<file path="config.mk">
export PLATFORM = sky130hd
export DESIGN_NAME = ik_param_regs
export DESIGN_NICKNAME = d
export VERILOG_FILES = /design/src/ik_pkg.sv /design/src/ik_param_regs.sv
export SDC_FILE = /design/constraint.sdc
export NUM_CORES = 2
export LEC_CHECK = 0
export ABC_AREA = 1
export BUFFER_PORTS_ARGS = -buffer_cell sky130_fd_sc_hd__buf_2
export CORE_AREA = 2 2 264 266
export DETAILED_ROUTE_END_ITERATION = 7
export DIE_AREA = 0 0 266 268
export MAX_ROUTING_LAYER = met4
export PLACE_DENSITY = 0.73
export SYNTH_ARGS = -nofsm -noshare
export SYNTH_HDL_FRONTEND = slang
export SYNTH_SLANG_ARGS = --single-unit
</file>
<file path="constraint.sdc">
create_clock -name clk -period 8.87 [get_ports clk]
set_clock_uncertainty 0.15 [all_clocks]
set_input_delay 1.774 -clock clk [delete_from_list [all_inputs] [get_ports clk]]
set_output_delay 1.774 -clock clk [all_outputs]
set_load 0.02 [all_outputs]
</file>
<file path="src/ik_pkg.sv">
// Q9.18 fixed point throughout; angles must lie in -pi..pi, host addresses 0-12 hold no state
package ik_pkg;

	localparam int FX_W = 27;
	localparam int FX_FRAC = 18;
	localparam int NUM_JOINTS = 6;
	localparam int NUM_PARAMS = 4;
	localparam int PARAM_BASE = 13; // joint 0 theta, top 3 bits
	localparam int START_ADDR = 109;
	localparam int CORDIC_ITERS = 16;
	localparam int ITER_W = $clog2(CORDIC_ITERS);

	typedef logic signed [FX_W-1:0] fx_t;

	localparam fx_t FX_ONE = fx_t'(1 << FX_FRAC);
	localparam fx_t CORDIC_GAIN_INV = fx_t'(159188); // 1/K, about 0.607253
	localparam fx_t HALF_PI = fx_t'(411775);
	localparam fx_t PI = fx_t'(823550);

	// atan(2^-i) in fixed point
	localparam fx_t ATAN_TAB [0:CORDIC_ITERS-1] = '{
		fx_t'(205887), fx_t'(121542), fx_t'(64220), fx_t'(32599),
		fx_t'(16363), fx_t'(8189), fx_t'(4096), fx_t'(2048),
		fx_t'(1024), fx_t'(512), fx_t'(256), fx_t'(128),
		fx_t'(64), fx_t'(32), fx_t'(16), fx_t'(8)
	};

	typedef struct packed {
		fx_t theta;
		fx_t d; // link offset
		fx_t a; // link distance
		fx_t alpha;
	} dh_param_t;

	typedef dh_param_t [NUM_JOINTS-1:0] dh_table_t;

	typedef struct packed {
		fx_t cos;
		fx_t sin;
	} trig_t;

	typedef fx_t [2:0][3:0] link_mat_t; // [row][col], row 3 implied

	typedef struct packed {
		logic [2:0] joint;
		logic [1:0] row;
		logic [1:0] col;
	} mat_sel_t;

	typedef enum logic [2:0] {
		IDLE,
		TRIG_THETA,
		TRIG_ALPHA,
		BUILD,
		ACCUM,
		NEXT_JOINT,
		FINISH
	} fk_state_e;

	typedef enum logic [2:0] {
		MAC_IDLE,
		MAC_CLEAR, // load first product
		MAC_ACC,
		MAC_TRANS, // product plus previous translation
		MAC_WRITE
	} mac_op_e;

	// rounded fixed-point product, wraps on overflow
	function automatic fx_t fx_mul(fx_t x, fx_t y);
		logic signed [2*FX_W-1:0] p;
		p = x * y;
		return fx_t'((p + (1 << (FX_FRAC - 1))) >>> FX_FRAC);
	endfunction

endpackage
</file>
<file path="src/ik_param_regs.sv">
// parameter writes and start are ignored while busy; bytes go top 3 bits first, then big-endian
`timescale 1ns/1ps

module ik_param_regs (
	input logic clk,
	input logic reset,
	input logic chipselect,
	input logic write,
	input logic busy,
	input logic [6:0] address,
	input logic [7:0] writedata,
	output ik_pkg::dh_table_t params,
	output logic start
);
	import ik_pkg::*;

	logic [6:0] off;
	logic [2:0] jn;
	logic [1:0] pn;
	logic [1:0] ln;
	logic in_range;
	logic wr_en;
	fx_t cur;
	fx_t nxt;

	// joint, parameter and byte lane straight from the offset
	assign off = address - 7'(PARAM_BASE);
	assign jn = 3'(off / (NUM_PARAMS * 4));
	assign pn = off[3:2];
	assign ln = off[1:0];
	assign in_range = (address >= 7'(PARAM_BASE)) && (address < 7'(START_ADDR));
	assign wr_en = chipselect && write && !busy;

	// merge the incoming byte into the addressed word
	always_comb begin
		case (pn)
			2'd0: cur = params[jn].theta;
			2'd1: cur = params[jn].d;
			2'd2: cur = params[jn].a;
			default: cur = params[jn].alpha;
		endcase
		nxt = cur;
		if (ln == 2'd0)
			nxt[FX_W-1:24] = writedata[2:0]; // sign and integer bits
		else
			nxt[(3 - ln) * 8 +: 8] = writedata;
	end

	always_ff @(posedge clk) begin
		if (reset) begin
			params <= '0;
			start <= 1'b0;
		end else begin
			start <= wr_en && (address == 7'(START_ADDR)); // one-cycle pulse
			if (wr_en && in_range) begin
				case (pn)
					2'd0: params[jn].theta <= nxt;
					2'd1: params[jn].d <= nxt;
					2'd2: params[jn].a <= nxt;
					default: params[jn].alpha <= nxt;
				endcase
			end
		end
	end

endmodule

</file>
# Word level (Yosys, flattened, before mapping)
# Index checks and enable logic that the tools add are counted.
[word_totals]
out_inout_bits = 649
inputBits = 20
ff_bits = 649
[op_classes]
n_reduce_logical = 9
muxes = 19
shifts = 2
magnitude_cmp = 4
n_eq_ne = 3
n_addsub = 3
[ops]
columns = ["operator", "count"]
rows = [
  ["$bwmux 648", 4],
  ["$pmux 648 s3", 1],
  ["$demux 108 s3", 4],
  ["$bmux 108 s3", 1],
  ["$mux 108", 2],
  ["$mux 81", 1],
  ["$pmux 27 s3", 1],
  ["$mux 54", 1],
  ["$neg 32->34", 1],
  ["$shift 8x34->27 const A", 1],
  ["$shiftx 8x34->27", 1],
  ["$bwmux 27", 1],
  ["$mux 27", 1],
  ["$mux 24", 1],
  ["$eq 7x7->1 const B", 1],
  ["$ge 7x4->1 const B", 1],
  ["$lt 7x7->1 const B", 1],
  ["$sub 7x4->7 const B", 1],
  ["$logic_and 1x1->1", 6],
  ["$logic_not 2->1", 2],
  ["$lt 3x4->1 const B", 1],
  ["$ge 3x1->1 const B", 1],
  ["$mux 3", 1],
  ["$sub 2x2->3 const A", 1],
  ["3 further kinds", 3],
]

# Depth between registers and ports, before layout
[logic_depth]
ltp_word = 8
ltp_mapped = 22
mapped_depth_nobuf = 19

# Least setup slack after synthesis
# Ideal clock, no wire load.
[synth_timing]
path_type = "input to register"
from = "input port address[1]"
to = "register (tool-made name)"
slack_ns = 4.760
t_arrival_ns = 3.847
stages = 16
t_required_ns = 8.607
n_path_buf = 3
path_cell_list = "inv_1 ha_1 inv_2 nand4_2 clkbuf_1 clkbuf_1 nand3_1 nand2_1 nand3_1 nand4_1 nand2_1 o21ai_1 nand2_1 buf_2 o21ai_1 inv_1"
[synth_lines]
columns = ["element", "line", "rtl"]
rows = [
  ["from (decl)", "ik_param_regs.sv:10", "input logic [6:0] address,"],
]

==> out/summary.log <==
qor: worst_setup_path.critical-path-top-delay-family simple AND/OR/NAND/NOR gates
qor: route.routed_wire_length_per_instance 27.7 microns
qor: floorplan.boundaryPins 669
qor: layout.flow.area_growth_from_synthesis 17.9%
qor: synthesis.seq_area_frac_synth 38.1%
qor: timing.hold_viol 0
qor: power_and_ir_drop.internal_power 0.00514 W
qor: power_and_ir_drop.switching_share 33.8%
qor: worst_setup_path.critical_path.most_common_cell sky130_fd_sc_hd__nand2_1
qor: worst_setup_path.worst_setup_path_end_kind flop
qor: timing.max_slew.worst_pin.slew 1.41 ns
qor: floorplan.die_x 266 microns
qor: worst_setup_path.worst_path_largest_cell_delay 0.72 ns
qor: floorplan.rows 96
qor: layout.design.final.nets 5953
qor: layout.final-instance-count-excl-fill 6868
qor: floorplan.initial_standard_cell_utilization_of_the_core 50.0%
qor: floorplan.core 68200 sq um
qor: timing.setup_viol 0
qor: clock_network.number_of_h_tree_branching_levels 3
qor: synthesis.synth_edf_count 0
qor: power_and_ir_drop.p_seq_share 38.0%
qor: route.detail_route.wirelength 190000 microns
qor: grt.grt_pass1_wl 259000 microns
qor: synthesis.syn-instance-count 5500
qor: flow_run.max_cap_violations 0
qor: hold_path.min-delay-path-class reg -> reg
qor: synthesis.post-synth-top-count-cell sky130_fd_sc_hd__nand2_1
qor: clock_network.tritoncts_clock_tree done
qor: power_and_ir_drop.pwr-share-clk 42.8%
qor: synthesis.synth_async_sr_flop_share 0%
qor: worst_setup_path.worstRegToRegCells 10
qor: power_and_ir_drop.max-vdd-ir-drop 0.165 mV
qor: grt.grt_start_max_net_pins 168
qor: worst_setup_path.cp_max_fo 47
qor: synthesis.synth_top_family_by_area simple AND/OR/NAND/NOR gates
qor: timing.slew_headroom 5.91%
qor: route.route.top_layer_used met4
qor: route.final_antenna_net_count 0
qor: power_and_ir_drop.power.switching 0.00262 W
qor: synthesis.synthFlopType sky130_fd_sc_hd__dfxtp_1
qor: floorplan.die_span_in_y 268 microns
qor: worst_setup_path.critical_path.startpoint_type input pin
qor: power_and_ir_drop.reported_leakage_power 23.0 nW
qor: worst_setup_path.critical_path_class in -> reg
qor: route.drt_first_pass_iters 7
qor: route.routed-wl-met3 23900 microns
qor: clock_network.hold_bufs_at_cts 0
qor: route.drt_iter0_markers 6840
qor: synthesis.synth-xor-area-share 0.0477%
qor: timing.finalCritPeriodShare 72.4%
qor: place.placed_cells 6733
qor: synthesis.yosys.area_share.adder 0.220%
qor: timing.unrepaired_setup_endpoints_after_global_routing false
qor: grt.grt-ovfl-total 0
qor: grt.number_of_global_route_vias_before_repair 36106
qor: route.met1_length 66500 microns
qor: synthesis.synth.area.top_cells sky130_fd_sc_hd__dfxtp_1, sky130_fd_sc_hd__nand2_1, sky130_fd_sc_hd__inv_1, sky130_fd_sc_hd__a21oi_1, sky130_fd_sc_hd__o21ai_1
qor: synthesis.synthDominantCellAreaShare 38.1%
qor: grt.grt.total_usage 52.5%
qor: synthesis.synth_compound_area_share 20.5%
qor: place.io_buffer_count 668
qor: synthesis.netlist.top_cell.by_area sky130_fd_sc_hd__dfxtp_1
qor: route.via_count_of_the_routed_design 40688
qor: synthesis.syn-cell-area 34100 sq um
qor: clock_network.postCtsResizedCells 0
qor: synthesis.ys_seq_elements 649
qor: worst_setup_path.cp_slowest_cell sky130_fd_sc_hd__nand2_2
qor: clock_network.cts_num_sinks 649
qor: timing.post_layout_min_period 6.42 ns
qor: route.routed_via_density 5.92
qor: clock_network.clock_latency_reported_for_the_late_side_of_the_worst_skew_pair 0.64 ns
qor: synthesis.warnings_from_yosys 0
qor: route.route.detailed.drc 0
qor: clock_network.clk_transition_reported_paths 0.06 ns
qor: power_and_ir_drop.cellPowerDensity 193 nW/um^2
qor: worst_setup_path.cp_cell_sequence buf_2 -> inv_2 -> ha_1 -> inv_2 -> nand4_4 -> nand2_8 -> buf_4 -> nand2_1 -> o21ai_0 -> nand2_1 -> nand2_1 -> nand2_1 -> nand3_1 -> nand3_1 -> nand2_1 -> nand2_2 -> o21ai_1 -> inv_1
qor: clock_network.postCtsSetupBuffers 0
qor: timing.tns 0 ns
qor: clock_network.cts_buffers 74
qor: timing.maxClockFrequency 156 MHz
qor: timing.count_of_pins_over_their_slew_limit 0
qor: route.wl_met2 80300 microns
qor: clock_network.root_buffer sky130_fd_sc_hd__clkbuf_16
qor: hold_path.worst_hold_path.num_cells 4
qor: worst_setup_path.regToRegSetupSlack 5.29 ns
qor: worst_setup_path.cp_data_arrival_time 6.80 ns
qor: power_and_ir_drop.combinationalPowerShare 19.2%
qor: outcome.status finished clean
qor: worst_setup_path.critical_path.n_buffers_inverters 5
qor: synthesis.synth_commonest_cells sky130_fd_sc_hd__nand2_1, sky130_fd_sc_hd__inv_1, sky130_fd_sc_hd__dfxtp_1
qor: clock_network.cts_max_path_buffers 3
qor: place.post_detail_place_hpwl 136000 microns
qor: grt.initial_antenna_violation_count 8
qor: synthesis.syn_nets 5526
qor: hold_path.timing.hold.worst_endpoint params[119]
qor: synthesis.synthMuxAreaShare 0%
qor: synthesis.avgSynthCellArea 6.20 sq um
qor: synthesis.post_synth_and_or_nand_nor_area_fraction 23.9%
qor: floorplan.die_area 71300 sq um
qor: worst_setup_path.worstPathRequired 9.24 ns
qor: hold_path.min-delay-start params[119]
qor: synthesis.netlist-cell-type-count 33
qor: place.gp_congestion 1.11
qor: layout.drive_above_1_share 16.1%
tightest hold or removal path: stages (launching register included):
cell	delay, ns
sky130_fd_sc_hd__dfxtp_1	0.30
sky130_fd_sc_hd__inv_1	0.07
sky130_fd_sc_hd__a21oi_1	0.06
sky130_fd_sc_hd__nand2_1	0.06
sky130_fd_sc_hd__inv_1	0.03
stage by stage:
step	power [W]	hold slack [ns]	utilization (%)	cell area, sq um	setup WS, ns
after floorplan	0.00373	0.469	-	34100	4.76
after global placement	0.00440	0.393	55.1	37600	2.26
after detailed placement	0.00440	0.399	55.1	37600	2.14
after CTS	0.00764	0.409	58.9	40200	2.74
after global routing	0.00784	0.440	58.9	40200	2.40
final	0.00776	0.410	58.9	40200	2.45
cells in the final DEF (no fill, tap or decap), types with 2 or more instances in the layout:
cell type                    instances
sky130_fd_sc_hd__bufinv_16           9
sky130_fd_sc_hd__o21ai_1           500
sky130_fd_sc_hd__inv_6               4
sky130_fd_sc_hd__buf_2             667
sky130_fd_sc_hd__nand4_1            22
sky130_fd_sc_hd__o211ai_1           20
sky130_fd_sc_hd__diode_2             5
sky130_fd_sc_hd__buf_12              7
sky130_fd_sc_hd__nand3_1           404
sky130_fd_sc_hd__nor2_2             19
sky130_fd_sc_hd__o21bai_1            2
sky130_fd_sc_hd__nand2_1          1108
sky130_fd_sc_hd__nand2_2            29
sky130_fd_sc_hd__nor2_1            383
sky130_fd_sc_hd__a21oi_1           582
sky130_fd_sc_hd__inv_2              20
sky130_fd_sc_hd__clkbuf_16          74
sky130_fd_sc_hd__o21ai_2             7
sky130_fd_sc_hd__nor4_2              2
sky130_fd_sc_hd__buf_4              78
sky130_fd_sc_hd__nand3b_1            4
sky130_fd_sc_hd__clkinvlp_4          3
sky130_fd_sc_hd__nand2_4             3
sky130_fd_sc_hd__inv_1            1059
sky130_fd_sc_hd__clkbuf_8           20
sky130_fd_sc_hd__nor2_4              6
sky130_fd_sc_hd__a31oi_1             9
sky130_fd_sc_hd__ha_1                6
sky130_fd_sc_hd__clkinv_2            7
sky130_fd_sc_hd__o21ai_0           253
sky130_fd_sc_hd__dfxtp_1           649
sky130_fd_sc_hd__clkinv_1            4
sky130_fd_sc_hd__clkbuf_1           10
how the worst max path moves through the flow:
| stage | start | end | cells after the start |
|---|---|---|---|
| after floorplan | address[1] | flop | 16 |
| after global placement | address[0] | flop | 18 |
| after detailed placement | address[0] | flop | 18 |
| after CTS | address[0] | flop | 18 |
| after global routing | address[0] | flop | 20 |
| final | address[0] | flop | 18 |
layer usage:
metal | global-route usage (%) | vias to the layer above
li1 | - | 17991
met1 | 61.1 | 18802
met2 | 75.6 | 3122
met3 | 13.6 | 773
met4 | 44.8 | 0
met5 | - | -
cell families (layout without fill, tap and decap cells):
family	count (synthesis)	count (layout)
AOI/OAI and AO/OA	1375	1375
DFF	649	649
xor gates and xnor gates	1	1
other	0	5
and+or+nand+nor	1984	1984
buffers and inverters	1485	1966
adders and majority gates	6	6
cell type report:
cell class                      count  area (sq um)
Antenna cell                        5          12.5
Clock buffer                      104          2160
Clock inverter                     26           408
Fill cell                        6900         28100
Inverter                         1083          4070
Multi-Input combinational cell   3366         15300
Sequential cell                   649         13000
Tap cell                          882          1100
Timing Repair Buffer              753          4080
power by group through the flow:
stage / sequential [W] / clock (W) / combinational [W]
5_1_grt: 0.00295 / 0.00341 / 0.00148
3_5_place_dp: 0.00301 / 0 / 0.00139
2_1_floorplan: 0.00303 / 0 / 0.000702
4_1_cts: 0.00295 / 0.00331 / 0.00139
6_report: 0.00295 / 0.00332 / 0.00149
3_3_place_gp: 0.00301 / 0 / 0.00139
Power figures use the tool's default switching activity.
