### src/ik_pkg.sv
// Q9.18 fixed point throughout; angles must lie in -pi..pi, host addresses 0-12 hold no state
package ik_pkg;

	localparam int FX_W = 27;
	localparam int FX_FRAC = 18;
	localparam int NUM_JOINTS = 6;
	localparam int NUM_PARAMS = 4;
	localparam int PARAM_BASE = 13; // joint 0 theta, top 3 bits
	localparam int START_ADDR = 109;
	localparam int CORDIC_ITERS = 16;
	localparam int ITER_W = $clog2(CORDIC_ITERS);

	typedef logic signed [FX_W-1:0] fx_t;

	localparam fx_t FX_ONE = fx_t'(1 << FX_FRAC);
	localparam fx_t CORDIC_GAIN_INV = fx_t'(159188); // 1/K, about 0.607253
	localparam fx_t HALF_PI = fx_t'(411775);
	localparam fx_t PI = fx_t'(823550);

	// atan(2^-i) in fixed point
	localparam fx_t ATAN_TAB [0:CORDIC_ITERS-1] = '{
		fx_t'(205887), fx_t'(121542), fx_t'(64220), fx_t'(32599),
		fx_t'(16363), fx_t'(8189), fx_t'(4096), fx_t'(2048),
		fx_t'(1024), fx_t'(512), fx_t'(256), fx_t'(128),
		fx_t'(64), fx_t'(32), fx_t'(16), fx_t'(8)
	};

	typedef struct packed {
		fx_t theta;
		fx_t d; // link offset
		fx_t a; // link distance
		fx_t alpha;
	} dh_param_t;

	typedef dh_param_t [NUM_JOINTS-1:0] dh_table_t;

	typedef struct packed {
		fx_t cos;
		fx_t sin;
	} trig_t;

	typedef fx_t [2:0][3:0] link_mat_t; // [row][col], row 3 implied

	typedef struct packed {
		logic [2:0] joint;
		logic [1:0] row;
		logic [1:0] col;
	} mat_sel_t;

	typedef enum logic [2:0] {
		IDLE,
		TRIG_THETA,
		TRIG_ALPHA,
		BUILD,
		ACCUM,
		NEXT_JOINT,
		FINISH
	} fk_state_e;

	typedef enum logic [2:0] {
		MAC_IDLE,
		MAC_CLEAR, // load first product
		MAC_ACC,
		MAC_TRANS, // product plus previous translation
		MAC_WRITE
	} mac_op_e;

	// rounded fixed-point product, wraps on overflow
	function automatic fx_t fx_mul(fx_t x, fx_t y);
		logic signed [2*FX_W-1:0] p;
		p = x * y;
		return fx_t'((p + (1 << (FX_FRAC - 1))) >>> FX_FRAC);
	endfunction

endpackage
### src/cordic_sincos.sv
// angle must be within -pi..pi; a go while running restarts the rotation
`timescale 1ns/1ps

module cordic_sincos (
	input logic clk,
	input logic reset,
	input logic go,
	input ik_pkg::fx_t angle,
	output ik_pkg::trig_t result,
	output logic ready
);
	import ik_pkg::*;

	fx_t x;
	fx_t y;
	fx_t z; // residual angle
	logic flip; // angle was folded by pi
	logic run;
	logic fin;
	logic [ITER_W-1:0] iter;
	logic last_iter;

	assign last_iter = (iter == ITER_W'(CORDIC_ITERS - 1));

	always_ff @(posedge clk) begin
		if (reset) begin
			run <= 1'b0;
			fin <= 1'b0;
			ready <= 1'b0;
		end else begin
			ready <= fin;
			fin <= run && last_iter && !go;
			if (go)
				run <= 1'b1;
			else if (run && last_iter)
				run <= 1'b0;
		end
	end

	always_ff @(posedge clk) begin
		if (go) begin
			iter <= '0;
			x <= CORDIC_GAIN_INV;
			y <= '0;
			// fold into +-pi/2, both outputs negate
			if (angle > HALF_PI) begin
				z <= angle - PI;
				flip <= 1'b1;
			end else if (angle < -HALF_PI) begin
				z <= angle + PI;
				flip <= 1'b1;
			end else begin
				z <= angle;
				flip <= 1'b0;
			end
		end else if (run) begin
			iter <= iter + 1'b1;
			if (z[FX_W-1]) begin
				x <= x + (y >>> iter);
				y <= y - (x >>> iter);
				z <= z + ATAN_TAB[iter];
			end else begin
				x <= x - (y >>> iter);
				y <= y + (x >>> iter);
				z <= z - ATAN_TAB[iter];
			end
		end
		if (fin) begin
			result.cos <= flip ? -x : x;
			result.sin <= flip ? -y : y;
		end
	end

endmodule

### config.mk
export PLATFORM = sky130hd
export DESIGN_NAME = cordic_sincos
export DESIGN_NICKNAME = d
export VERILOG_FILES = /design/src/ik_pkg.sv /design/src/cordic_sincos.sv
export SDC_FILE = /design/constraint.sdc
export NUM_CORES = 1
export LEC_CHECK = 0
export BUFFER_PORTS_ARGS = -buffer_cell sky130_fd_sc_hd__buf_2
export CAP_MARGIN = 20
export CORE_ASPECT_RATIO = 2
export CORE_UTILIZATION = 60
export CTS_CLUSTER_DIAMETER = 60
export DETAILED_ROUTE_END_ITERATION = 10
export GPL_TIMING_DRIVEN = 0
export PLACE_DENSITY = 0.75
export SLEW_MARGIN = 20
export SYNTH_ARGS = -nofsm -noshare
export SYNTH_HDL_FRONTEND = slang
export SYNTH_SLANG_ARGS = --single-unit
### constraint.sdc
create_clock -name clk -period 6.15 [get_ports clk]
set_input_delay 1.5375 -clock clk [delete_from_list [all_inputs] [get_ports clk]]
set_output_delay 1.5375 -clock clk [all_outputs]
set_load 0.02 [all_outputs]
Word-level counts from Yosys, hierarchy flattened. Memory sizes are Yosys's and may differ from the RTL's. Cells that the tools add are included.

Register bits: 143. Bits in latches: 0. RAM bits: 0. Bits in read-only memories: 432. Input port bits: 30. Output and inout bits: 55. Word-level logic and storage cells: 48. Memories kept: 1.

Memories: (no name shown) (depth 16, bits a word 27, read ports 1, clocked after Yosys merged registers in 0, write ports 0, line cordic_sincos.sv:65) `z <= z - ATAN_TAB[iter];`.

Add/subtract/negate cells: 11. Multiply operators: 0. Divide/modulo/power cells: 0. Order comparisons: 3. Eq/ne operators: 1. Shift-type cells: 2. Multiplexer cells: 14. Bitwise logic cells: 1. Reductions and logical operators: 5.

Operators by type and width (count): $mux 27 (11); $add 27x27->27 (3); $sub 27x27->27 (3); $neg 27->27 (2); $sshr 27x4->27 (2); $add 27x21->27 const B (1); $gt 27x20->1 const B (1); $lt 27x20->1 const B (1); $sub 27x21->27 const B (1); $ge 5x5->1 const B (1); $not 4->5 (1); $add 4x1->4 const B (1); $eq 4x4->1 const B (1); $reduce_bool 2->1 (2); $mux 1 (3); $logic_and 1x1->1 (2); $logic_not 1->1 (1).

Longest topological paths before layout.
Depth in word-level cells: 8. Mapped depth: 27. Gate-level depth less buffers: 23.

Worst setup path after synthesis. Ideal clock, no wire load.

Path kind: register -> register. Start: register iter[0]. End: register z[25] (data pin). Library setup time: 272 ps. Arrival: 5380 ps. Data required time: 5878 ps. Setup slack: 499 ps. Cell stages (with the launch flop): 25. Path buffers: 4. Clock period less this slack: 5651 ps. Cells stage by stage: dfxtp_1 buf_6 inv_2 clkbuf_1 clkbuf_1 ha_1 nor2b_1 o21a_1 a31oi_1 nor3b_1 and3_1 clkbuf_1 a21oi_1 xnor2_1 ha_1 a21o_1 a21o_1 a21oi_1 and2_1 a22oi_1 a211oi_1 o21ai_0 or4_1 nand3_1 mux2i_1.

Word-level cells in the longest chain between the ends: 8. Elaborated cells between the ends (all ways): 9. Those cells by class: add/sub: 2; mux: 5; bitwise: 1; memory: 1.

RTL lines: from (decl) (line cordic_sincos.sv:20) `logic [ITER_W-1:0] iter;`; from (signal assigned) (line cordic_sincos.sv:57) `iter <= iter + 1'b1;`; $not 4->5 (not written as such) * (line cordic_sincos.sv:61, cordic_sincos.sv:65); $mem_v2 16x27 *; $mux 27 (not written as such) * (2 in a row) (line cordic_sincos.sv:65); $sub 27x27->27 or $add 27x27->27 (tied branches) (line cordic_sincos.sv:65, cordic_sincos.sv:61); $mux 27 * (line cordic_sincos.sv:58) `if (z[FX_W-1]) begin`; $mux 27 * (line cordic_sincos.sv:56) `end else if (run) begin`; $mux 27 * (line cordic_sincos.sv:41) `if (go) begin`; to (signal assigned) (line cordic_sincos.sv:47) `z <= angle - PI;`; to (signal assigned) (line cordic_sincos.sv:61) `z <= z + ATAN_TAB[iter];`; to (signal assigned) (line cordic_sincos.sv:65); to (decl) (line cordic_sincos.sv:16) `fx_t z;`.

Every way passes the cells marked *; elsewhere a longest branch is shown, timed or not. The select of a mux whose other input is x is not followed. A chain may end at the register's enable or synchronous reset.

Final worst setup path.
Start: register iter[1]. End: register x[26].

Word-level cells in the longest chain between the ends: 3. Elaborated cells between the ends (all ways): 4. Those cells by class: add/sub: 2; shift: 1; mux: 1.

RTL lines: $sshr 27x4->27 * (line cordic_sincos.sv:59, cordic_sincos.sv:63); $sub 27x27->27 or $add 27x27->27 (tied branches) (line cordic_sincos.sv:63, cordic_sincos.sv:59); $mux 27 * (line cordic_sincos.sv:58); to (signal assigned) (line cordic_sincos.sv:59) `x <= x + (y >>> iter);`; to (signal assigned) (line cordic_sincos.sv:63) `x <= x - (y >>> iter);`; to (decl) (line cordic_sincos.sv:14) `fx_t x;`.

Every way passes the cells marked *; elsewhere a longest branch is shown, timed or not.

==> run_results.csv <==
group,metric,value,unit
status,outcome,"completed",
cts,clockBufferDepth,2,
critical_path,crit-reg2reg-launch,"iter[1]",
floorplanning,std_cell_rows,83,
synth,syn_inst,1821,
critical_path,start_kind,"flip-flop",
timing,setup_violations,0,
timing,setup_slack,0.156,ns
layout,seq_area,3690,um2
cts,clk_latency,0.47,ns
critical_path,slowest_stage,"mux4_2",
run,cap_viol_max_count,0,
critical_path,cp_slowest_stage_delay,0.53,ns
critical_path,cp.arrival,6.36,ns
layout,multiInputGateArea,11400,um2
synth,syn-num-nets,1953,
synth,yosysWarnings,0,
timing,skew,0.0118,ns
synth,yosysUniqueCellTypes,91,
timing,relSlewSlack,0.207,
floorplanning,dieArea,26700,um2
detailed_routing,drc_errors,0,
detailed_routing,initialDrtViolationCount,1626,
synth,synthArstFlopShare,0,
layout,instances_no_fill,2277,
cts,cts_htree_levels,4,
timing,finalCriticalPeriod,5.99,ns
detailed_routing,vias_per_cell,6.98,
cts,cts-buffers-inserted,17,
detailed_routing,first_pass_iters,8,
critical_path,startpoint,"iter[1]",
synth,yosysSeqAreaShare,0.236,
global_routing,grt_overflow,0,
critical_path,critical_path_class,"flip-flop to flip-flop",
worst_hold_path,worst_hold_path_type,"flip-flop to flip-flop",
layout,n_fill_cell,2146,
placed_design,dp_slack,-1.51,ns
synth,avgSynthCellArea,8.57,um2
placed_design,gp_congestion,1.11,
global_routing,grt_pass1_vias,16100,
timing,hold_viol,0,
worst_hold_path,hold_start,"y[0]",
timing,tns,0,ns
layout,diodes,0,
critical_path,end_kind,"flip-flop",
timing,slew_violations,0,
power_and_ir_drop,finalPower,10.1,mW
synth,yosys_most_used_dff,"edfxtp_1",
global_routing,antenna_found_initial,1,
power_and_ir_drop,ir_drop,373,uV
floorplanning,die_w,116,um
layout,area_delta_synth_final,11.5,%
cts,hold_buffers,0,
cts,clk_pin_slew,0.06,ns
timing,period_share,0.975,
timing,fmax,167,MHz
placed_design,hpwl,48.6,mm
power_and_ir_drop,powerDensity,580,nW/um2
critical_path,path_buf_inv,3,
placed_design,io_buffers,78,
detailed_routing,vias,15900,
synth,yosysTopAreaCellShare,0.158,
floorplanning,core,25700,um2
layout,num-nets-final,2056,
floorplanning,die_h,230,um
detailed_routing,final_antenna_net_count,0,
placed_design,dp_cells,2240,
layout,fin_util,0.678,
cts,cts_tree,"yes",
timing,tightest_slew,1.19,ns
synth,synth_top_area_cell,"edfxtp_1",
global_routing,grt_pass1_wl,96.6,mm
critical_path,crit_required,6.51,ns
synth,synthTopCellsByArea,"edfxtp_1 16%, ha_1 7.9%, dfxtp_1 7.8%, xnor2_1 7.7%, mux4_2 7.4%",
global_routing,grt_max_degree,37,
layout,drive_above_1_share,0.156,
synth,synth_edf_count,82,
floorplanning,initial_utilization,0.608,
global_routing,grt_usage,0.502,
critical_path,crit_chain,"buf_8 -> buf_12 -> buf_8 -> mux4_2 -> and2_1 -> or3b_1 -> o32ai_2 -> and3_1 -> a21oi_1 -> xnor2_1 -> ha_1 -> and4_1 -> a221oi_1 -> o21ai_0 -> a21oi_2 -> o21a_1 -> o21ai_0 -> o41ai_2 -> xnor2_1 -> a21oi_1 -> a31o_1",
critical_path,path_delay_family,"compound AO/OA/AOI/OAI gates",
detailed_routing,drt-total-wl,63.2,mm
detailed_routing,wire_per_inst,27.8,um
critical_path,crit_path_max_fanout,10,
synth,ys_ff_latch,143,
cts,cts-root-buf,"clkbuf_16",
cts,cts.sinks,143,
power_and_ir_drop,power_leakage,6.95,nW
synth,syn_area,15600,um2
floorplanning,num_io_pins,85,
## sequential cells by signal (all words and copies together) (netlist names)
signal / count
result: 54
x: 27
y: 27
z: 27
iter: 4
fin: 1
flip: 1
ready: 1
run: 1
## kinds of logic (layout without fill, tap and decap cells)
group / after synthesis / in the layout / share of synthesized area
adders and majority gates: 102 / 102 / 0.0832
AOI/OAI and AO/OA: 489 / 489 / 0.199
muxes: 148 / 148 / 0.145
and+or+nand+nor: 574 / 574 / 0.176
xor gates and xnor gates: 200 / 200 / 0.112
DFF: 143 / 143 / 0.236
buffers and inverters: 165 / 281 / 0.0484
## cells in the final DEF (no fill, tap or decap), types with 20 or more instances in the layout
| cell type | synthesis | layout |
|---|---|---|
| nor2_1 | 199 | 196 |
| a21oi_1 | 155 | 154 |
| nand2_1 | 143 | 143 |
| xnor2_1 | 137 | 134 |
| ha_1 | 99 | 99 |
| o21ai_0 | 93 | 90 |
| buf_2 | 14 | 87 |
| edfxtp_1 | 82 | 82 |
| clkbuf_1 | 80 | 73 |
| xor2_1 | 63 | 62 |
| mux2i_1 | 61 | 59 |
| dfxtp_1 | 61 | 59 |
| mux4_2 | 51 | 51 |
| a21o_1 | 40 | 40 |
| inv_1 | 40 | 39 |
| a31oi_1 | 33 | 29 |
| nand3_1 | 27 | 27 |
| nor3_1 | 30 | 27 |
| mux2_2 | 26 | 26 |
| nand2b_1 | 23 | 23 |
| and3_1 | 24 | 23 |
| or3_1 | 22 | 22 |
| o21a_1 | 22 | 21 |
| o31ai_1 | 22 | 21 |
| and2_1 | 20 | 20 |
## cells in the mapped netlist (30+ instances only)
| library cell | instances |
|---|---|
| clkbuf_1 | 80 |
| dfxtp_1 | 61 |
| a31oi_1 | 33 |
| a21o_1 | 40 |
| nor3_1 | 30 |
| mux2i_1 | 61 |
| xnor2_1 | 137 |
| nand2_1 | 143 |
| edfxtp_1 | 82 |
| a21oi_1 | 155 |
| ha_1 | 99 |
| inv_1 | 40 |
| o21ai_0 | 93 |
| xor2_1 | 63 |
| nor2_1 | 199 |
| mux4_2 | 51 |
## where the power goes
part | internal, mW | switching (mW)
logic | 3.00 | 4.41
registers | 1.33 | 0.233
clock network | 0.647 | 0.480
## worst reg2reg max path, cell delays in order, from the launching register on
cell	delay, ns
dfxtp_1	0.45
buf_8	0.23
buf_12	0.19
buf_8	0.19
mux4_2	0.54
and2_1	0.19
or3b_1	0.45
o32ai_2	0.36
and3_1	0.36
a21oi_1	0.13
xnor2_1	0.40
ha_1	0.33
and4_1	0.23
a221oi_1	0.26
o21ai_0	0.15
a21oi_2	0.23
o21a_1	0.22
o21ai_0	0.16
o41ai_2	0.34
xnor2_1	0.20
a21oi_1	0.10
a31o_1	0.20
## cell type report
class,instances,area share
Sequential cell,143,0.212
Buffer,121,0.0385
Tap cell,340,0.0245
Timing Repair Buffer,86,0.0266
Multi-Input combinational cell,1513,0.654
Inverter,42,0.00906
Clock inverter,13,0.0103
Clock buffer,19,0.0249
## timing repair
item	4_1_cts	5_1_grt
resized for setup	34	45
setup endpoints to repair	45	26
pin swaps	2	12
endpoints found under the hold margin	0	0
setup buffers	1	6
## per-layer routing
layer | global-route usage | routed length [um]
met1 | 0.452 | 18600
met4 | 0.557 | 8910
met5 | 0 | 0
met2 | 0.817 | 30600
met3 | 0.166 | 5100
## path summary, 6_finish.rpt
path                     to  slack [ns]  depth (start not counted)
setup reg to reg      x[26]        0.16                         21
hold reg to reg   result[0]        0.56                          0
setup / recovery      x[26]        0.16                         21
hold / removal    result[0]        0.56                          0
## metrics by stage
stage               hold WS, ns  cell area [um2]
floorplan                 0.470            15600
global placement          0.546            16400
detailed placement        0.550            16400
CTS                       0.555            17200
global route              0.557            17400
finish                    0.562            17400
Note: power is estimated with default switching activity, not from simulation.
