<file path="src/ik_pkg.sv">
// Q9.18 fixed point throughout; angles must lie in -pi..pi, host addresses 0-12 hold no state
package ik_pkg;

	localparam int FX_W = 27;
	localparam int FX_FRAC = 18;
	localparam int NUM_JOINTS = 6;
	localparam int NUM_PARAMS = 4;
	localparam int PARAM_BASE = 13; // joint 0 theta, top 3 bits
	localparam int START_ADDR = 109;
	localparam int CORDIC_ITERS = 16;
	localparam int ITER_W = $clog2(CORDIC_ITERS);

	typedef logic signed [FX_W-1:0] fx_t;

	localparam fx_t FX_ONE = fx_t'(1 << FX_FRAC);
	localparam fx_t CORDIC_GAIN_INV = fx_t'(159188); // 1/K, about 0.607253
	localparam fx_t HALF_PI = fx_t'(411775);
	localparam fx_t PI = fx_t'(823550);

	// atan(2^-i) in fixed point
	localparam fx_t ATAN_TAB [0:CORDIC_ITERS-1] = '{
		fx_t'(205887), fx_t'(121542), fx_t'(64220), fx_t'(32599),
		fx_t'(16363), fx_t'(8189), fx_t'(4096), fx_t'(2048),
		fx_t'(1024), fx_t'(512), fx_t'(256), fx_t'(128),
		fx_t'(64), fx_t'(32), fx_t'(16), fx_t'(8)
	};

	typedef struct packed {
		fx_t theta;
		fx_t d; // link offset
		fx_t a; // link distance
		fx_t alpha;
	} dh_param_t;

	typedef dh_param_t [NUM_JOINTS-1:0] dh_table_t;

	typedef struct packed {
		fx_t cos;
		fx_t sin;
	} trig_t;

	typedef fx_t [2:0][3:0] link_mat_t; // [row][col], row 3 implied

	typedef struct packed {
		logic [2:0] joint;
		logic [1:0] row;
		logic [1:0] col;
	} mat_sel_t;

	typedef enum logic [2:0] {
		IDLE,
		TRIG_THETA,
		TRIG_ALPHA,
		BUILD,
		ACCUM,
		NEXT_JOINT,
		FINISH
	} fk_state_e;

	typedef enum logic [2:0] {
		MAC_IDLE,
		MAC_CLEAR, // load first product
		MAC_ACC,
		MAC_TRANS, // product plus previous translation
		MAC_WRITE
	} mac_op_e;

	// rounded fixed-point product, wraps on overflow
	function automatic fx_t fx_mul(fx_t x, fx_t y);
		logic signed [2*FX_W-1:0] p;
		p = x * y;
		return fx_t'((p + (1 << (FX_FRAC - 1))) >>> FX_FRAC);
	endfunction

endpackage
</file>
<file path="src/fk_sequencer.sv">
// steps joints 0..5 once per start; expects params to stay put until done
`timescale 1ns/1ps

module fk_sequencer (
	input logic clk,
	input logic reset,
	input logic start,
	input ik_pkg::dh_table_t params,
	input logic trig_ready,
	input ik_pkg::trig_t trig,
	input logic [1:0] col,
	input logic [1:0] k,
	input logic entry_end,
	input logic last_step,
	output ik_pkg::fx_t angle,
	output logic trig_go,
	output logic build,
	output ik_pkg::fx_t cos_theta,
	output ik_pkg::fx_t sin_theta,
	output ik_pkg::fx_t cos_alpha,
	output ik_pkg::fx_t sin_alpha,
	output ik_pkg::fx_t link_a,
	output ik_pkg::fx_t link_d,
	output logic cnt_en,
	output ik_pkg::mac_op_e mac_op,
	output logic [2:0] joint,
	output logic busy,
	output logic done
);
	import ik_pkg::*;

	fk_state_e state;
	logic wr_pend; // write cycle owed for the entry just summed
	logic last_pend;

	assign angle = (state == TRIG_ALPHA) ? params[joint].alpha : params[joint].theta;
	assign link_a = params[joint].a;
	assign link_d = params[joint].d;
	assign build = (state == BUILD); // link valid on the cycle after
	assign busy = (state != IDLE) && (state != FINISH);
	assign done = (state == FINISH);

	// opcode from counter position
	always_comb begin
		cnt_en = 1'b0;
		mac_op = MAC_IDLE;
		if (state == ACCUM) begin
			if (wr_pend) begin
				mac_op = MAC_WRITE;
			end else begin
				cnt_en = 1'b1;
				if (k == 2'd0)
					mac_op = MAC_CLEAR;
				else if (k == 2'd2 && col == 2'd3)
					mac_op = MAC_TRANS;
				else
					mac_op = MAC_ACC;
			end
		end
	end

	always_ff @(posedge clk) begin
		if (reset) begin
			state <= IDLE;
			joint <= '0;
			trig_go <= 1'b0;
			wr_pend <= 1'b0;
			last_pend <= 1'b0;
		end else begin
			trig_go <= 1'b0;
			case (state)
				IDLE: begin
					if (start) begin
						joint <= '0;
						trig_go <= 1'b1;
						state <= TRIG_THETA;
					end
				end
				TRIG_THETA: begin
					if (trig_ready) begin
						trig_go <= 1'b1; // alpha next
						state <= TRIG_ALPHA;
					end
				end
				TRIG_ALPHA: if (trig_ready) state <= BUILD;
				BUILD: state <= ACCUM;
				ACCUM: begin
					if (wr_pend) begin
						wr_pend <= 1'b0;
						if (last_pend) begin
							last_pend <= 1'b0;
							state <= NEXT_JOINT;
						end
					end else begin
						wr_pend <= entry_end;
						last_pend <= last_step;
					end
				end
				NEXT_JOINT: begin
					if (joint == 3'(NUM_JOINTS - 1)) begin
						state <= FINISH;
					end else begin
						joint <= joint + 3'd1;
						trig_go <= 1'b1;
						state <= TRIG_THETA;
					end
				end
				default: state <= IDLE; // FINISH lasts one cycle
			endcase
		end
	end

	// trig results, held through build
	always_ff @(posedge clk) begin
		if (trig_ready && state == TRIG_THETA) begin
			cos_theta <= trig.cos;
			sin_theta <= trig.sin;
		end
		if (trig_ready && state == TRIG_ALPHA) begin
			cos_alpha <= trig.cos;
			sin_alpha <= trig.sin;
		end
	end

endmodule

</file>
<file path="config.mk">
export PLATFORM = sky130hd
export DESIGN_NAME = fk_sequencer
export DESIGN_NICKNAME = d
export VERILOG_FILES = /design/src/ik_pkg.sv /design/src/fk_sequencer.sv
export SDC_FILE = /design/constraint.sdc
export NUM_CORES = 1
export LEC_CHECK = 0
export BUFFER_PORTS_ARGS = -buffer_cell sky130_fd_sc_hd__buf_2
export CAP_MARGIN = 20
export CORE_AREA = 2 2 359 361
export DETAILED_ROUTE_END_ITERATION = 8
export DIE_AREA = 0 0 361 363
export RECOVER_POWER = 25
export SLEW_MARGIN = 10
export SYNTH_ARGS = -nofsm -noshare
export SYNTH_HDL_FRONTEND = slang
export SYNTH_SLANG_ARGS = --single-unit
</file>
<file path="constraint.sdc">
create_clock -name clk -period 4.7 [get_ports clk]
set_clock_uncertainty 0.2 [all_clocks]
set_input_delay 0.94 -clock clk [delete_from_list [all_inputs] [get_ports clk]]
set_output_delay 0.94 -clock clk [all_outputs]
set_load 0.005 [all_outputs]
</file>
* Word-level counts from Yosys, hierarchy flattened
Cells that the tools add are included.
** Cells by class
- Add/subtract/negate cells :: 1
- Order comparisons :: 1
- Equal/unequal tests :: 16
- Multiplexer cells :: 25
- Reduce and logical (&&, ||, !) cells :: 10
** Operators by type and width (count)
- $bmux W108 S3 :: 1
- $mux W108 :: 1
- $mux W3 :: 10
- $mux W27 :: 1
- $pmux W3 S6 :: 1
- $eq A3 B3 Y1 const B :: 4
- $ne A2 B2 Y1 const B :: 6
- $mux W1 :: 8
- $eq A3 B2 Y1 const B :: 2
- $pmux W3 S2 :: 1
- $reduce_and A5 Y1 :: 1
- $eq A2 B2 Y1 const B :: 2
- $logic_and A1 B1 Y1 :: 4
- $lt A3 B4 Y1 const B :: 1
- $add A3 B1 Y3 const B :: 1
- $eq A3 B1 Y1 const B :: 1
- $logic_not A3 Y1 :: 1
- $ne A3 B3 Y1 const B :: 1
- $pmux W1 S3 :: 1
- $reduce_and A3 Y1 :: 1
- $reduce_bool A3 Y1 :: 1
- $logic_not A2 Y1 :: 1
- $mux W2 :: 1
- $reduce_bool A2 Y1 :: 1
** Word-level totals
- Register bits after elaboration :: 117
- Bits of input ports :: 712
- Output and inout port bits :: 200
- Word-level logic and storage cells :: 62

* Logic depth before layout (Yosys ltp)
- Depth in word-level cells :: 6
- Mapped depth :: 7
- Gate-level depth less buffers :: 6

* Least setup slack after synthesis
OpenSTA, ideal clock, no wires.
- Path type :: input-to-reg
- Start point :: input port trig_ready
- End point :: register cos_theta[0] (enable)
- Data arrival time :: 3.265 ns
- Data required time :: 4.034 ns
- Setup slack :: 0.769 ns
- Cell stages on the path :: 2
- Cell sequence :: nand2_1 > nor2_1
** Between the ends
- Word-level cells in the longest chain between the ends :: 1
** Ends and longest elaborated chain
- from (decl) :: RTL line fk_sequencer.sv:9 : input logic trig_ready,
- $logic_and A1 B1 Y1 :: RTL line fk_sequencer.sv:115 : if (trig_ready && state == TRIG_THETA) begin
- to (signal assigned) :: RTL line fk_sequencer.sv:116 : cos_theta <= trig.cos;
- to (decl) :: RTL line fk_sequencer.sv:18 : output ik_pkg::fx_t cos_theta,
No other way between the ends.
A chain may end at the register's enable or synchronous reset.

* Worst setup path after layout
- Start point :: register state[2]
- End point :: output port angle[0]
** Between the ends
- Word-level cells in the longest chain between the ends :: 2
** Ends and longest elaborated chain
- from (decl) :: RTL line fk_sequencer.sv:32 : fk_state_e state;
- from (signal assigned) :: RTL line fk_sequencer.sv:64 : state <= IDLE;
- from (signal assigned) :: RTL line fk_sequencer.sv:76 : state <= TRIG_THETA;
- from (signal assigned) :: RTL line fk_sequencer.sv:82 : state <= TRIG_ALPHA;
- $eq A3 B2 Y1 :: RTL line fk_sequencer.sv:36 : assign angle = (state == TRIG_ALPHA) ? params[joint].alpha : params[joint].theta;
- $mux W27 :: RTL line fk_sequencer.sv:36
- to (decl) :: RTL line fk_sequencer.sv:15 : output ik_pkg::fx_t angle,
No other way between the ends.

==> impl_metrics.csv <==
group,metric,value,unit
outcome,outcome,"finished clean",
critical_path,timing.rr.start,"state[2]",
synth,postSynthCellCount,618,
floorplanning,std_cell_rows,131,
floorplanning,die_area,0.131,mm2
placement,portBuffers,911,
grt,number_of_antenna_violations_at_the_first_check_in_global_routing,119,
final_layout,combined_area_of_the_multi_input_logic_cells,0.00484,mm2
critical_path,cp_slowest_stage_delay,0.55,ns
critical_path,worst_ep_arrival_time,2.93,ns
final_layout,leading_cell_type_in_the_layout_fill_and_taps_excluded,"buf_2",
critical_path,rrSetupSlack,1.89,ns
min_path,worst_hold_path.num_cells,2,
synth,synth.yosys.seq_area_share,38.4,%
pwr,power.share.sequential,35.6,%
sta,worst-slew-pin-transition,0.955,ns
critical_path,r2r-end,"sin_alpha[7]",
routing,antenna_left,0,
clock_tree,clk_pin_slew_worst_setup_hold_paths,0.07,ns
floorplanning,io_pins,912,
sta,final.setup.tns,0,ns
critical_path,critPathTopFamily,"buffers and inverters",
final_layout,fill_cells,14500,
pwr,static_leakage,6.36,nW
synth,post_synth_xor_area_fraction,0.0983,%
routing,vias_per_cell,3.27,
synth,synthesis.nets,1332,
pwr,netSwitchingPower,1.08,mW
synth,yosys_warnings,0,
final_layout,final_net_count,2230,
pwr,clock_power_share,37.8,%
critical_path,cp.required,3.56,ns
critical_path,path_cells,"nor3b_4, buf_12, buf_4, mux4_2, nand2_1, o21ai_1, buf_2",
synth,ys.flop_type,"edfxtp_1",
clock_tree,cts_resized,0,
clock_tree,cts_hold_buffers,0,
sta,post-route-worst-setup-slack,0.631,ns
clock_tree,cts-root-to-sink-buffers,2,
placement,dp_slack,0.970,ns
final_layout,seq_area,0.00343,mm2
final_layout,post_route_cells_drive_above_1_share,71.2,%
pwr,power-per-cell-area,221,mW/mm2
final_layout,most-common-layout-cells,"buf_2 (882), mux4_2 (135), edfxtp_1 (108)",
placement,gp_congestion,0.939,
clock_tree,worst_skew_pair.late_latency,0.42,ns
clock_tree,clock-root-buffer,"clkbuf_16",
min_path,timing.hold.worst.class,"reg2reg",
flow_run,max_cap_viol_count,0,
synth,number_of_enable_flip_flop_cells_after_synthesis,108,
synth,yosys.area_share.adder,0.281,%
routing,finalWirelength,82.5,mm
routing,drt_pass1_iterations,5,
critical_path,worstSetupStartpointType,"flip-flop",
grt,groute.usage.overall,11.9,%
pwr,power.switching_fraction,30.3,%
min_path,hold_path.startpoint,"last_pend",
floorplanning,chipWidth,361,um
synth,largest_family_of_logic_cells_by_synthesized_area,"multiplexers",
grt,grt_max_degree,55,
routing,remaining_routing_drc_violations,0,
synth,avgSynthCellArea,14.4,um2
clock_tree,cts.repair_timing.setup_buffer_count,0,
grt,grt_remaining_overflow,0,
pwr,share_comb_of_total_power,26.6,%
sta,period_needed,4.07,ns
clock_tree,cts.sink_count,117,
synth,synthDistinctLibCells,45,
min_path,min_to,"last_pend",
sta,final_min_period_over_clock_period,86.6,%
synth,synth.area.mux_share,43.3,%
sta,finalHoldViolCount,0,
routing,vias,10500,
floorplanning,fp.coreArea,0.127,mm2
final_layout,area_growth_syn_to_layout,80.2,%
floorplanning,die_y,363,um
critical_path,path_buf_inv,3,
synth,synth.ff_latch_count,117,
synth,mappedNetlistArea,0.00891,mm2
clock_tree,cts_htree_levels,4,
floorplanning,initial_core_util,7.02,%
critical_path,ff2ff_path_depth,4,
sta,fmax,246,MHz
critical_path,crit_fanout,27,
critical_path,critical_path_class,"reg2out",
routing,wire_per_inst,25.7,um
clock_tree,cts_tree,"built",
clock_tree,cts_buffers,17,
synth,synth-simple-area-share,3.33,%
sta,rsz0062_at_grt,"no",
grt,grt_pass1_wl,101,mm
placement,hpwl,74.4,mm
critical_path,cpMaxStageDelayCell,"dfxtp_1",
sta,finalSetupViolations,0,
grt,via_count_of_the_first_global_routing_pass,10100,
critical_path,critPathCaptureType,"output port",
sta,final-max-slew-violation-count,0,
sta,max_slew_margin,34.5,%
pwr,totalPowerFinal,3.55,mW
synth,synth-compound-area-share,6.98,%
pwr,vdd_drop_max,0.000182,V
pwr,cellInternalPower,2.48,mW
routing,drt_iter0_drc,875,
synth,ys_async_sr_fraction,0,%
[state kept, by name, summed over array words and instances, names as in the netlist]
name / count
sin_alpha: 27
wr_pend: 1
sin_theta: 27
cos_theta: 27
trig_go: 1
state: 3
joint: 3
cos_alpha: 27
last_pend: 1
[Yosys cell counts, drive strengths merged (2+ instances only)]
library cell,number,area (um2)
mux2i,82,821
and2,2,12.5
a21oi,6,30.0
nor2b,2,12.5
inv,45,169
or3,2,12.5
clkinv,11,41.3
o21ai,30,150
nand3,2,10.0
edfxtp,108,3240
o22ai,54,338
mux4,135,3040
nand2,36,135
nor3b,2,20.0
ha,2,25.0
buf,43,399
nand2b,2,12.5
nand4b,2,17.5
nor2,7,26.3
or3b,2,17.5
clkbuf,18,67.6
and3,2,12.5
dfxtp,9,180
[power by group through the flow]
| stage | Clock (mW) | Sequential [mW] | Combinational (mW) |
|---|---|---|---|
| finish | 1.34 | 1.27 | 0.946 |
| detailed placement | 0 | 1.29 | 0.956 |
| floorplan | 0 | 1.29 | 0.345 |
| CTS | 1.38 | 1.27 | 0.960 |
| global route | 1.43 | 1.27 | 1.01 |
| global placement | 0 | 1.29 | 0.944 |
[cell type report]
cell class	instances	share of cell area, %
Multi-Input combinational cell	384	30.1
Timing Repair Buffer	940	30.1
Sequential cell	117	21.4
Tap cell	1662	12.9
Clock buffer	17	2.65
Inverter	56	1.31
Clock inverter	15	1.13
Antenna cell	25	0.390
[metal layers]
metal	vias up	GRT usage [%]	part of all wire [%]
li1	4384	-	-
met1	5059	15.2	41
met2	849	17.0	41
met3	178	6.74	14
met4	54	2.77	2.8
met5	-	0	0.44
[through the flow]
step,std cells,cell area [um2],hold WS (ns),util [%]
detailed placement,3159,15400,0.252,12.1
global route,3203,16000,0.299,12.6
finish,3216,16100,0.267,12.6
CTS,3191,16000,0.266,12.6
global placement,3159,15400,0.241,12.1
floorplan,618,8910,0.232,-
[worst max-delay path by stage]
stage | start | to | slack (ns) | depth (start not counted)
after floorplan | trig_ready | cos_theta[0] | 0.77 | 2
after global placement | params[3] | angle[3] | 0.97 | 5
after detailed placement | params[3] | angle[3] | 0.97 | 5
after CTS | state[2] | angle[0] | 0.57 | 7
after global routing | state[2] | angle[0] | 0.49 | 7
final | state[2] | angle[0] | 0.63 | 7
[worst reg2reg max path, delay by kind of cell (launching register included)]
family                 cells  cell delay, ns
buffers and inverters      2            0.69
flip-flops                 1            0.55
AND/OR/NAND/NOR            2            1.04
[kinds of logic after synthesis]
kind of cell	after synthesis
DFF	117
adders and majority gates	2
muxes	217
buffers and inverters	117
and+or+nand+nor	62
AOI/OAI and AO/OA	102
xor gates and xnor gates	1
No activity file was read; power rests on OpenSTA's default activity.
